==> config.mk <==
export PLATFORM = sky130hd
export DESIGN_NAME = sc_dot_top
export DESIGN_NICKNAME = d
export VERILOG_FILES = /design/src/common/sc_pkg.sv /design/src/hw/sc_sequencer.sv /design/src/sc_lane/sc_lane.sv /design/src/hw/sc_accum.sv /design/src/hw/sc_dot_top.sv
export SDC_FILE = /design/constraint.sdc
export NUM_CORES = 1
export LEC_CHECK = 0
export BUFFER_PORTS_ARGS = -buffer_cell sky130_fd_sc_hd__buf_2
export CAP_MARGIN = 20
export CORE_MARGIN = 2
export CORE_UTILIZATION = 35
export CTS_BUF_LIST = sky130_fd_sc_hd__clkbuf_4
export DETAILED_ROUTE_END_ITERATION = 6
export PLACE_DENSITY = 0.55
export SETUP_SLACK_MARGIN = 0.3
export SLEW_MARGIN = 40
export SYNTH_ARGS = -nofsm -noshare
export SYNTH_HDL_FRONTEND = slang
export SYNTH_SLANG_ARGS = --single-unit
export TNS_END_PERCENT = 5
==> constraint.sdc <==
create_clock -name clk -period 4.8 [get_ports clk]
set_input_delay 0.24 -clock clk [delete_from_list [all_inputs] [get_ports clk]]
set_output_delay 0.24 -clock clk [all_outputs]
set_load 0.1 [all_outputs]
==> src/common/sc_pkg.sv <==
`default_nettype none

package sc_pkg;

   // sequencer states
   typedef enum logic [1:0] {
      IDLE  = 2'd0,
      RUN   = 2'd1,
      DRAIN = 2'd2
   } seq_state_t;

   // default operand width in bits
   localparam int DEF_WIDTH = 4;

   // default number of multiply lanes
   localparam int DEF_LANES = 4;

   // a run spans 2**(2*WIDTH) cycles.
   // The low phase half drives the a stream and the high half drives the b stream,
   // so every (lo, hi) pair appears exactly once per run.

endpackage

`default_nettype wire

==> src/hw/sc_sequencer.sv <==
`timescale 1ns/10ps
`default_nettype none

module sc_sequencer #(
   parameter int WIDTH = sc_pkg::DEF_WIDTH
) (
   input  logic               clk,
   input  logic               rst,
   input  logic               start,
   output logic               busy,
   output logic               load,
   output logic               run,
   output logic [2*WIDTH-1:0] phase,
   output logic               last
);

   import sc_pkg::*;

   localparam int PH_W = 2 * WIDTH;

   seq_state_t      state;
   logic            load_q;    // operand latch strobe, first RUN cycle
   logic [PH_W-1:0] phase_q;
   logic            phase_end;

   assign phase_end = &phase_q;

   // load cycle first, then 2**PH_W counting cycles, then one drain cycle
   always_ff @(posedge clk or posedge rst) begin
      if (rst) begin
         state   <= IDLE;
         load_q  <= 1'b0;
         phase_q <= '0;
      end else begin
         load_q <= 1'b0;
         case (state)
            IDLE: begin
               if (start) begin   // start ignored outside IDLE
                  state   <= RUN;
                  load_q  <= 1'b1;
                  phase_q <= '0;
               end
            end
            RUN: begin
               if (!load_q) begin
                  phase_q <= phase_q + 1'b1;   // wraps back to zero at the end
                  if (phase_end) begin
                     state <= DRAIN;
                  end
               end
            end
            DRAIN: begin
               state <= IDLE;   // lanes hold counts, accumulator sums
            end
            default: begin
               state <= IDLE;
            end
         endcase
      end
   end

   assign busy  = (state != IDLE);
   assign load  = load_q;

   // lanes count only once operands are latched
   assign run   = (state == RUN) && !load_q;
   assign phase = phase_q;
   assign last  = run && phase_end;

endmodule

`default_nettype wire

==> src/sc_lane/sc_lane.sv <==
`timescale 1ns/10ps
`default_nettype none

module sc_lane #(
   parameter int WIDTH = sc_pkg::DEF_WIDTH
) (
   input  logic               clk,
   input  logic               rst,
   input  logic               load,
   input  logic               run,
   input  logic [WIDTH-1:0]   a,
   input  logic [WIDTH-1:0]   b,
   input  logic [2*WIDTH-1:0] phase,
   output logic [2*WIDTH-1:0] count
);

   localparam int CNT_W = 2 * WIDTH;

   logic [WIDTH-1:0] a_q;
   logic [WIDTH-1:0] b_q;
   logic [WIDTH-1:0] phase_lo;
   logic [WIDTH-1:0] phase_hi;
   logic             a_bit;
   logic             b_bit;
   logic             prod_bit;

   // operand latch
   always_ff @(posedge clk) begin
      if (load) begin
         a_q <= a;
         b_q <= b;
      end
   end

   assign phase_lo = phase[WIDTH-1:0];
   assign phase_hi = phase[CNT_W-1:WIDTH];

   // binary to stochastic conversion.
   // The low half sweeps fastest, so the a stream holds a ones in every group of
   // 2**WIDTH cycles. The high half steps once per group, so the b stream stays
   // high for b whole groups.
   assign a_bit = (a_q > phase_lo);
   assign b_bit = (b_q > phase_hi);

   // unipolar multiply
   assign prod_bit = a_bit & b_bit;

   // stochastic to binary, counts ones over one full period.
   // The largest product (2**WIDTH-1)**2 fits in CNT_W bits, so no overflow.
   always_ff @(posedge clk or posedge rst) begin
      if (rst) begin
         count <= '0;
      end else if (load) begin
         count <= '0;   // fresh run
      end else if (run && prod_bit) begin
         count <= count + 1'b1;
      end
   end

endmodule

`default_nettype wire

==> src/hw/sc_accum.sv <==
`timescale 1ns/10ps
`default_nettype none

module sc_accum #(
   parameter int WIDTH = sc_pkg::DEF_WIDTH,
   parameter int LANES = sc_pkg::DEF_LANES
) (
   input  logic                                clk,
   input  logic                                rst,
   input  logic                                last,
   input  logic [LANES*2*WIDTH-1:0]            counts,
   output logic [2*WIDTH+$clog2(LANES)-1:0]    result,
   output logic                                done
);

   localparam int CNT_W = 2 * WIDTH;
   localparam int RES_W = 2 * WIDTH + $clog2(LANES);

   logic             pending;   // last seen, lane counts settle this cycle
   logic [RES_W-1:0] sum;

   // adder over all lane counts
   always_comb begin
      sum = '0;
      for (int i = 0; i < LANES; i++) begin
         sum = sum + RES_W'(counts[i*CNT_W +: CNT_W]);
      end
   end

   always_ff @(posedge clk or posedge rst) begin
      if (rst) begin
         pending <= 1'b0;
         done    <= 1'b0;
         result  <= '0;
      end else begin
         pending <= last;
         done    <= pending;   // single cycle pulse
         if (pending) begin
            result <= sum;   // held until the next run drains
         end
      end
   end

endmodule

`default_nettype wire

==> src/hw/sc_dot_top.sv <==
`timescale 1ns/10ps
`default_nettype none

module sc_dot_top #(
   parameter int WIDTH = sc_pkg::DEF_WIDTH,
   parameter int LANES = sc_pkg::DEF_LANES
) (
   input  logic                             clk,
   input  logic                             rst,
   input  logic                             start,
   input  logic [LANES*WIDTH-1:0]           a_ops,
   input  logic [LANES*WIDTH-1:0]           b_ops,
   output logic                             busy,
   output logic                             done,
   output logic [2*WIDTH+$clog2(LANES)-1:0] result
);

   localparam int CNT_W = 2 * WIDTH;

   logic                   load;
   logic                   run;
   logic                   last;
   logic [CNT_W-1:0]       phase;
   logic [LANES*CNT_W-1:0] counts;   // lane counts, lane 0 in the low bits

   // shared phase for every lane
   sc_sequencer #(
      .WIDTH (WIDTH)
   ) sc_sequencer_i (
      .clk   (clk),
      .rst   (rst),
      .start (start),
      .busy  (busy),
      .load  (load),
      .run   (run),
      .phase (phase),
      .last  (last)
   );

   for (genvar i = 0; i < LANES; i++) begin : g_lane
      sc_lane #(
         .WIDTH (WIDTH)
      ) sc_lane_i (
         .clk   (clk),
         .rst   (rst),
         .load  (load),
         .run   (run),
         .a     (a_ops[i*WIDTH +: WIDTH]),
         .b     (b_ops[i*WIDTH +: WIDTH]),
         .phase (phase),
         .count (counts[i*CNT_W +: CNT_W])
      );
   end

   sc_accum #(
      .WIDTH (WIDTH),
      .LANES (LANES)
   ) sc_accum_i (
      .clk    (clk),
      .rst    (rst),
      .last   (last),
      .counts (counts),
      .result (result),
      .done   (done)
   );

endmodule

`default_nettype wire

Word level (Yosys, flattened, before mapping). Index checks and enable logic that the tools add are counted.

Bits in registers: 87. Bits in latches: 0. Memory bits (writable): 0. Memory bits (read-only): 0. Input bits: 35. Output and inout bits: 12. Logic and storage cells: 76. Memories kept: 0.

Add/sub/neg operators: 8. $mul: 0. Div/mod/pow operators: 0. $lt $le $gt $ge: 8. Equality and inequality tests: 4. Shift-type cells: 0. Muxes and demuxes: 17. Bitwise gates (word level): 4. Reductions and logical operators: 17.

Operator list (count): 2-to-1 mux 8 bit (10); adder 8 x 1 -> 8 bit, second input constant (5); greater-than comparator 4 bit (8); adder 10 x 8 -> 10 bit (2); one-hot mux 8 bit (2 select lines) (1); nonzero test 2 bit (6); adder 8 x 8 -> 9 bit (1); AND reduction 8 bit (1); logical AND 1 bit (6); 2-to-1 mux 2 bit (3); AND reduction 3 bit (2); AND 1 bit (4); inequality test 2 bit, second input constant (2); one-hot mux 2 bit (2 select lines) (1); equality test 2 x 1 -> 1 bit, second input constant (1); logical NOT 2 bit (1); 2-to-1 mux 1 bit (2); inequality test 2 x 1 -> 1 bit, second input constant (1); logical NOT 1 bit (1).

Depth between registers and ports, before layout. Gate-level depths: netlist of the first run.

Depth in word-level cells: 5. Depth in mapped cells: 16. Mapped depth without buffers: 16.

Modules after synthesis. Synthesis of the first run repeated with hierarchy kept, for this count alone.

Cells, all modules: 490. Area, all modules: 5335.1 µm².

Modules (own cells, without submodules): sc_lane (instances 4, cells each 79, area each 893.4 µm², seq. area each 440.4 µm²); sc_accum (instances 1, cells each 113, area each 1186.1 µm², seq. area each 300.3 µm²); sc_sequencer (instances 1, cells each 61, area each 575.6 µm², seq. area each 275.3 µm²).

Worst setup path before layout of the first run. Ideal clock, no wire load.

Path type: register to register. From: register g_lane[0].sc_lane_i.count[0]. To: register sc_accum_i.result[8]. Setup time: 125 ps. Data arrival time: 3191 ps. Required time: 4675 ps. Path slack: 1484 ps. Stages on the path, launching flop included: 16. Path buffers: 0. Period minus slack after synthesis: 3316 ps. Cell sequence: dfrtp_1 -> ha_1 -> inv_1 -> fa_1 -> nor2b_1 -> o21ai_0 -> nand2b_1 -> a311oi_1 -> xor2_1 -> fa_1 -> inv_1 -> ha_1 -> or2_2 -> a41oi_1 -> xnor2_1 -> mux2_2.

Longest elaborated chain between the ends: 3.

Ends and longest elaborated chain: start, declared (line sc_lane.sv:14) `output logic [2*WIDTH-1:0] count`; start signal, assigned (line sc_lane.sv:56) `count <= count + 1'b1;`; adder 8 x 8 -> 9 bit (line sc_accum.sv:26) `sum = sum + RES_W'(counts[i*CNT_W +: CNT_W]);`; adder 10 x 8 -> 10 bit (2 in a row) (line sc_accum.sv:26); end signal, assigned (line sc_accum.sv:39) `result <= sum;`; end, declared (line sc_accum.sv:12) `output logic [2*WIDTH+$clog2(LANES)-1:0] result,`.

Every way passes these cells. A chain may end at the register's enable or synchronous reset.

Final worst setup path of the first run. Same ends and word-level chain as after synthesis.

==> results of run 1 <==
-- registers in the layout, summed over array words and instances, names as in the netlist --
name and flops:
g_lane.sc_lane_i.count 32, g_lane.sc_lane_i.a_q 16, g_lane.sc_lane_i.b_q 16, sc_accum_i.result 10, sc_sequencer_i.phase 8, sc_sequencer_i.state 2, sc_accum_i.done 1, sc_accum_i.pending 1
sc_sequencer_i.load 1
-- routing by layer --
layer | vias to the layer above | share of wire [%] | track usage, %
met5 | - | 0 | 0
met4 | 0 | 1.4 | 4.72
met3 | 10 | 4.0 | 4.27
met2 | 78 | 49 | 27.2
met1 | 1924 | 45 | 19.1
li1 | 1992 | - | -
-- report_power, final --
group	internal [mW]	leakage, nW	switching (mW)
clock	0.272	0.0969	0.246
sequential	0.900	1.00	0.151
combinational	0.753	1.76	1.19
total	1.93	2.86	1.59
-- kinds of logic (layout without fill, tap and decap cells) --
| kind of cell | count (synthesis) | count (layout) | share of synthesized area [%] |
|---|---|---|---|
| other cells | 0 | 1 | 0 |
| mux | 15 | 15 | 3.14 |
| simple gates | 155 | 155 | 15.8 |
| compound gates | 99 | 99 | 12.8 |
| fa+ha+maj | 63 | 63 | 16.3 |
| flops | 87 | 87 | 44.1 |
| xor+xnor | 18 | 18 | 2.98 |
| buf+inv | 66 | 150 | 4.87 |
-- tightest hold or removal path, stage by stage --
cell    delay (ns)
buf_2         0.11
inv_1         0.04
nor2_1        0.12
-- through the flow --
step	cells	instance area, um2
after global placement	723	5720
final	772	6230
after floorplan	503	5300
after global routing	772	6230
after CTS	771	6230
after detailed placement	723	5720
-- cells in the final DEF (no fill, tap or decap), types with 3 or more instances in the layout --
cell and count:
or3_1 3, o211ai_1 16, o31ai_1 7, edfxtp_1 32, dlygate4sd3_1 33, xor2_1 6
a31oi_1 3, buf_2 46, nand2b_1 4, o21ai_0 13, xnor2_1 12, a22oi_1 3
and3_1 9, fa_1 10, or4_1 8, nand2_1 25, mux2_2 13, nor4_1 5
o311ai_0 3, a211oi_1 5, nand3_1 24, nor2_1 25, nor3_1 5, bufinv_16 3
clkbuf_4 11, and2_1 6, dfrtp_1 54, ha_1 53, nand4_1 19, inv_1 52
or2_2 4, a21o_1 8, a21oi_1 23, nor2b_1 12
-- cell type report --
class / count / area [um2] / share of cell area (%)
multi-input cells: 350 / 2700 / 43.4
clock inverters: 4 / 95.1 / 1.53
clock buffers: 11 / 82.6 / 1.33
well taps: 184 / 230 / 3.70
flip-flops and latches: 87 / 2340 / 37.5
repair buffers: 81 / 576 / 9.24
inverters: 54 / 203 / 3.25
diodes: 1 / 2.50 / 0.0402
-- repair_timing --
action,4_1_cts,5_1_grt
hold endpoints to repair,87,0
setup buffers,0,0
hold buffers,33,0
setup endpoints to repair,0,0
resized for setup,0,0
-- worst max path at each step --
stage,start,endpoint
floorplan,g_lane[0].sc_lane_i.count[0],sc_accum_i.result[8]
global placement,g_lane[0].sc_lane_i.count[0],sc_accum_i.result[8]
detailed placement,g_lane[0].sc_lane_i.count[0],sc_accum_i.result[8]
CTS,g_lane[0].sc_lane_i.count[0],sc_accum_i.result[8]
global route,g_lane[0].sc_lane_i.count[0],sc_accum_i.result[8]
finish,g_lane[0].sc_lane_i.count[0],sc_accum_i.result[8]
==> impl_metrics.toml, run 1 <==
[run_status]
outcome = "complete, no violations"

[detailed_routing]
vias = 4004
drt_iter0_drc = 210
drc = 0
dr.pass1.iters = 4
vias_per_cell = 5.19
wl_per_cell_um = 15.0
antenna_left = 0
wl_mm = 11.6

[synth]
synth_seq_cells = 87
yosysMostFrequentCell = "dfrtp_1"
ys.flop_type = "dfrtp_1"
synth_warnings = 0
synthTopCellsByCount = "dfrtp_1 (55), ha_1 (53), inv_1 (53)"
synthTopCellsByArea = "dfrtp_1 (26%), edfxtp_1 (18%), ha_1 (13%), fa_1 (3.8%), inv_1 (3.8%)"
synth_top_area_share_pct = 26.0
synth-async-reset-ratio_pct = 63.2
netlist_instances = 503
synth_largest_area_cell = "dfrtp_1"
syn_avg_cell_area_um2 = 10.5
synth_area_um2 = 5300
synth_edf_count = 32
yosysSeqAreaShare_pct = 44.1
synth.net_count = 601
post_synth_num_cell_types = 53

[final_layout]
drive_gt1_share_pct = 14.8
post-route-util_pct = 42.5
fillCellCount = 1391
finalNetCount = 681
area_growth_pct = 17.6

[clock_network]
clk_pin_slew_ns = 0.14
clock-root-buffer = "clkbuf_4"
cts_made_buffers = 9
cts_tree = "yes"
clock-sinks = 87
worstSkewPairLatency_ns = 0.47
clockBufferDepth = 2
htreeDepth = 3

[timing]
fin_setup_tns_ns = 0
max_freq_mhz = 280
hold-worst-slack_ns = 0.106
finalMaxSlewViolations = 0
slew-limit-headroom_pct = 52.5
worst_pin_slew_ns = 0.712
hold_violations = 0
finalClockSkew_ns = 0.0194
fin_crit_sh_pct = 74.5
layout_setup_ws_ns = 1.22
setup_viol = 0
rsz0062_at_grt = "false"
period_needed_ns = 3.58

[die]
core_area_um2 = 14600
rows = 44
dieWidth_um = 127
fp.dieH_um = 127
fp.dieArea_um2 = 16100
start_util_pct = 36.2
ioPinCount = 47

[setup_path]
crit_chain = "ha_1 -> inv_1 -> fa_1 -> nor2b_1 -> o21ai_0 -> nand2b_1 -> a311oi_1 -> xor2_1 -> fa_1 -> inv_1 -> ha_1 -> or2_2 -> a41oi_1 -> xnor2_1 -> mux2_2"
reg2regPathDepth = 15
path_buf_inv = 2
cpPeakStageDelay_ns = 0.49
rr_startpoint = "g_lane[0].sc_lane_i.count[0]"
crit_fanout = 4
critical-path-top-delay-family = "adder cells"
worstSetupStartpointType = "flop"
r2r_slack_ns = 1.22
crit_arrival_ns = 3.93
crit_type = "flop to flop"
cp.required_ns = 5.15
r2r-end = "sc_accum_i.result[8]"
worstSetupPathDepth = 15
cp-end-kind = "flop"
slowest_stage = "fa_1"

[place]
gp_congestion = 0.778
dp_slack_ns = 1.27
hpwl_mm = 8.53
io_buffers = 46

[global_route]
grt_pass1_wl_mm = 19.9
track_usage_pct = 15.7
grt_pass1_vias = 4030
antenna_found_initial = 1
overflow = 0
grt_max_degree = 56

[power_and_ir_drop]
finalPower_mw = 3.52
power_density_nw_per_um2 = 564
irDropWorstVdd_mv = 0.305
p_leak_nw = 2.86

[flow_run]
cap_violations = 0

[hold_path]
worstHoldStart = "start"
min_to = "sc_sequencer_i.load"
min_path_cells = 3
min_path_type = "input pin to flop"
(Power assumes the default switching activity.)
==> run 2: changes to the inputs <==
ABC_AREA = 1   (was not set)
PLACE_DENSITY = 0.56   (was 0.55)
clock period = 3.1 ns   (was 4.8 ns; I/O delays follow)
==> impl_metrics.toml, run 2 <==
[run_status]
outcome = "complete, no violations"

[detailed_routing]
wl_per_cell_um = 12.6
antenna_left = 0
dr.pass1.iters = 4
wl_mm = 12.5
vias_per_cell = 4.61
drc = 0
drt_iter0_drc = 220
vias = 4565

[timing]
fin_crit_sh_pct = 92.3
worst_pin_slew_ns = 0.674
rsz0062_at_grt = "true"
hold-worst-slack_ns = 0.108
max_freq_mhz = 349
hold_violations = 0
setup_viol = 0
finalMaxSlewViolations = 0
period_needed_ns = 2.86
finalClockSkew_ns = 0.0198
slew-limit-headroom_pct = 55.0
fin_setup_tns_ns = 0

[place]
io_buffers = 46
gp_congestion = 0.811
hpwl_mm = 9.09
place_area_um2 = 6110

[synth]
synth_top_area_share_pct = 24.6
synth_area_um2 = 5590
synth_warnings = 0
synth.net_count = 770
ys.flop_type = "dfrtp_1"
netlist_instances = 672
synthTopCellsByCount = "nand2_1 (179), inv_1 (106), nand3_1 (75)"
synth_largest_area_cell = "dfrtp_1"
post_synth_num_cell_types = 33
synthTopCellsByArea = "dfrtp_1 (25%), edfxtp_1 (17%), nand2_1 (12%), ha_1 (12%), inv_1 (7.1%)"
yosysSeqAreaShare_pct = 41.8
syn_avg_cell_area_um2 = 8.32
yosysMostFrequentCell = "nand2_1"
synth_edf_count = 32
synth_seq_cells = 87
synth-async-reset-ratio_pct = 63.2

[setup_path]
crit_type = "flop to flop"
worstSetupStartpointType = "flop"
crit_fanout = 5
cp.required_ns = 3.45
cp-end-kind = "flop"
crit_arrival_ns = 3.21

[clock_network]
cts_tree = "yes"
clockBufferDepth = 2
htreeDepth = 3
cts_made_buffers = 9
worstSkewPairLatency_ns = 0.46
clk_pin_slew_ns = 0.15
clock-sinks = 87
clock-root-buffer = "clkbuf_4"

[flow_run]
cap_violations = 0

[final_layout]
top_register = "g_lane.sc_lane_i.count"
final_common_cell = "nand2_1"
largest_reg_flops = 32
finish.instance_area_um2 = 6790
top_regs = "g_lane.sc_lane_i.count: 32 flops, g_lane.sc_lane_i.a_q: 16 flops, g_lane.sc_lane_i.b_q: 16 flops"
finalNetCount = 867
area_growth_pct = 21.4
final_cell_mix = "nand2_1 (176), inv_1 (103), nand3_1 (75)"
antenna_cells = 0
drive_gt1_share_pct = 15.4

[power_and_ir_drop]
finalPower_mw = 2.00
irDropWorstVdd_mv = 0.238
power_density_nw_per_um2 = 294
p_leak_nw = 3.58

[hold_path]
min_path_type = "input pin to flop"

[global_route]
grt_pass1_wl_mm = 20.9
grt_pass1_vias = 4395
antenna_found_initial = 0
grt_max_degree = 38
overflow = 0
track_usage_pct = 15.8

[die]
dieWidth_um = 130
core_area_um2 = 15800
rows = 46
start_util_pct = 35.5
fp.dieArea_um2 = 17000
fp.dieH_um = 130
ioPinCount = 47
==> run 2: where the power goes <==
group | switching, mW | total [mW] | internal, mW
combinational | 0.0256 | 0.0682 | 0.0427
sequential | 0 | 1.19 | 1.19
clock | 0.402 | 0.738 | 0.336
total | 0.428 | 2.00 | 1.57
==> run 2: through the flow <==
stage | instances | worst slack [ns] | util, %
2_1_floorplan | 672 | 0.317 | -
3_3_place_gp | 932 | 0.151 | 38.7
3_5_place_dp | 932 | 0.125 | 38.7
4_1_cts | 988 | 0.300 | 42.8
5_1_grt | 990 | 0.0789 | 43.0
6_report | 990 | 0.238 | 43.0
==> run 2: worst paths after layout <==
check | from | endpoint | slack (ns) | cells after the start
max | g_lane[1].sc_lane_i.count[0] | sc_accum_i.result[8] | 0.24 | 16
min | start | sc_sequencer_i.state[0] | 0.11 | 3
max reg2reg | g_lane[1].sc_lane_i.count[0] | sc_accum_i.result[8] | 0.24 | 16
min reg2reg | sc_accum_i.result[6] | sc_accum_i.result[6] | 0.49 | 2
max in group asynchronous | rst | sc_accum_i.result[3] | 2.09 | 4
min in group asynchronous | rst | sc_sequencer_i.phase[4] | 0.30 | 3
==> run 2: cells by family (layout without fill, tap and decap cells) <==
group,Yosys count,count (layout),synth area share [%]
simple gates,338,338,27.1
buf+inv,117,219,8.01
flops,87,87,41.8
fa+ha+maj,63,63,15.4
compound gates,49,49,4.79
xor+xnor,18,18,2.82
==> run 2: layout make-up <==
cell class | instances | area [um2]
clock inverter | 6 | 86.3
timing repair buffer | 95 | 684
inverter | 108 | 408
tap | 216 | 270
sequential | 87 | 2340
clock buffer | 10 | 75.1
fill | 1581 | 8980
multi-input combinational | 468 | 2920
==> run 2: critical path, cell delays in order (launching register included) <==
cell and delay [ns]:
dfrtp_1 0.40, ha_2 0.20, inv_2 0.04, fa_2 0.39, o21ai_4 0.16, a21oi_2 0.07
xor2_1 0.16, fa_1 0.49, inv_1 0.06, ha_4 0.29, nand2_1 0.08, nor2_1 0.09
nand3_1 0.10, nand2_1 0.07, nand2_1 0.04, nand3_1 0.06, nand2_1 0.05
==> run 2: repair_timing <==
action                                 in CTS  in global routing
endpoints found under the hold margin      68                  0
buffers inserted                            7                  2
gates resized for setup                    16                  9
cloned                                      0                  0
pin swaps                                   2                  8
setup endpoints to repair                   6                  6
hold buffers                               33                  0
==> run 2: routing by layer <==
metal,global-route usage (%),up-vias,wire length (um)
li1,-,2368,-
met1,20.5,2109,5910
met2,26.4,80,5980
met3,4.48,8,469
met4,3.88,0,120
met5,0,-,0
==> run 3: changes to the inputs <==
ABC_AREA = not set   (was 1)
GPL_ROUTABILITY_DRIVEN = 0   (was not set)
==> impl_metrics.toml, run 3 (synthesis results as in run 1) <==
[run_status]
outcome = "complete, but fails checks"
violations = "setup timing"

[die]
fp.dieArea_um2 = 16100
ioPinCount = 47
fp.dieH_um = 127
dieWidth_um = 127
start_util_pct = 36.2
core_area_um2 = 14600
rows = 44

[clock_network]
cts_tree = "yes"
clock-root-buffer = "clkbuf_4"
worstSkewPairLatency_ns = 0.49
htreeDepth = 3
cts_made_buffers = 9
clk_pin_slew_ns = 0.16
clockBufferDepth = 2
clock-sinks = 87

[final_layout]
area_growth_pct = 24.1
finalNetCount = 721
top_register = "g_lane.sc_lane_i.count"
drive_gt1_share_pct = 22.9
final_cell_mix = "dfrtp_1 (54), inv_1 (49), ha_1 (49)"
finalNonFillerCells = 812
top_regs = "g_lane.sc_lane_i.count: 32 flops, g_lane.sc_lane_i.a_q: 16 flops, g_lane.sc_lane_i.b_q: 16 flops"
fillCellCount = 1376
largest_reg_flops = 32
antenna_cells = 0
final_common_cell = "dfrtp_1"

[timing]
slew-limit-headroom_pct = 57.5
worst_pin_slew_ns = 0.637
rsz0062_at_grt = "true"
max_freq_mhz = 307
setup_viol = 4
period_needed_ns = 3.26
hold_violations = 0
fin_crit_sh_pct = 105
finalClockSkew_ns = 0.0281
finalMaxSlewViolations = 0
layout_setup_ws_ns = -0.158

[power_and_ir_drop]
irDropWorstVdd_mv = 0.577
p_leak_nw = 3.01
power_density_nw_per_um2 = 918

[place]
dpl.cell_count = 759
dp_slack_ns = -0.160
io_buffers = 46
hpwl_mm = 8.78

[setup_path]
worstSetupStartpointType = "flop"
cp-end-kind = "flop"
crit_fanout = 5
crit_arrival_ns = 3.63
crit_type = "flop to flop"
cp.required_ns = 3.47

[detailed_routing]
drt_iter0_drc = 205
vias_per_cell = 5.17
dr.pass1.iters = 4
drc = 0
antenna_left = 0
wl_per_cell_um = 14.6
wl_mm = 11.9
vias = 4198

[global_route]
antenna_found_initial = 0
grt_pass1_wl_mm = 20.1
grt_max_degree = 52
overflow = 0
grt_pass1_vias = 4165
track_usage_pct = 15.7

[hold_path]
min_path_type = "input pin to async pin"

[flow_run]
cap_violations = 0
-- run 3: changes by cell type in the layout (fill, tap and decap cells not counted), sizes merged, moves of 12 or more --
cell,previous run,this run
buf,62,87
inv,107,55
mux2,0,13
nand2,183,26
nand3,78,24
nor2,47,25
nor2b,0,12
o211ai,0,16
-- run 3: cell type report --
class | instances | area [um2] | share of cell area [%]
clock buffers | 10 | 75.1 | 1.14
clock inverters | 6 | 52.6 | 0.799
inverters | 54 | 203 | 3.08
flip-flops and latches | 87 | 2340 | 35.6
well taps | 184 | 230 | 3.50
repair buffers | 121 | 878 | 13.4
multi-input cells | 350 | 2800 | 42.5
-- run 3: final timing paths --
path / slack, ns / endpoint / cells past startpoint / from
worst min-delay path: 0.25 / g_lane[1].sc_lane_i.count[6] / 3 / rst
worst min register to register: 0.49 / sc_accum_i.result[5] / 1 / sc_accum_i.result[5]
worst max register to register: -0.16 / sc_accum_i.result[8] / 15 / g_lane[0].sc_lane_i.count[0]
worst max-delay path: -0.16 / sc_accum_i.result[8] / 15 / g_lane[0].sc_lane_i.count[0]
min in group clk: 0.36 / g_lane[0].sc_lane_i.a_q[3] / 2 / a_ops[3]
max in group asynchronous: 2.17 / sc_sequencer_i.load / 4 / rst
-- run 3: power by group --
group / internal, mW / switching (mW) / total, mW
sequential: 1.39 / 0.201 / 1.60
clock: 0.184 / 0.430 / 0.614
combinational: 1.73 / 2.09 / 3.83
-- run 3: critical path, cell delays in order, from the launching register on --
cell and delay (ns):
dfrtp_1 0.38, ha_2 0.18, inv_2 0.04, fa_2 0.34
nor2b_1 0.12, o21ai_1 0.06, nand2b_1 0.14, a311oi_2 0.12
xor2_1 0.18, fa_1 0.50, inv_2 0.05, ha_4 0.17
or3_4 0.36, a41oi_2 0.15, xnor2_1 0.09, mux2_4 0.26
-- run 3: through the flow --
step / util (%) / power (mW) / TNS (ns) / hold WS [ns] / area (um2)
floorplan: - / 3.92 / -0.0388 / 0.254 / 5340
global placement: 41.2 / 5.10 / -0.189 / 0.255 / 6030
detailed placement: 41.2 / 5.19 / -0.447 / 0.247 / 6030
CTS: 44.6 / 5.99 / -0.408 / 0.244 / 6540
global route: 44.9 / 6.62 / -1.14 / 0.259 / 6570
finish: 44.9 / 6.04 / -0.368 / 0.254 / 6570
-- run 3: routing by layer --
layer / GRT usage [%] / part of all wire [%] / vias up
li1: - / - / 2086
met3: 4.06 / 3.6 / 10
met5: 0 / 0 / -
met2: 26.3 / 48 / 88
met1: 20.2 / 47 / 2014
met4: 4.52 / 1.3 / 0
-- run 3: timing repair --
| action | CTS | global route |
|---|---|---|
| endpoints found under the setup margin | 7 | 7 |
| hold endpoints to repair | 56 | 0 |
| pin swaps | 1 | 2 |
| hold buffers | 34 | 0 |
| setup buffers | 1 | 2 |
| resized for setup | 10 | 6 |
| gates cloned | 0 | 0 |
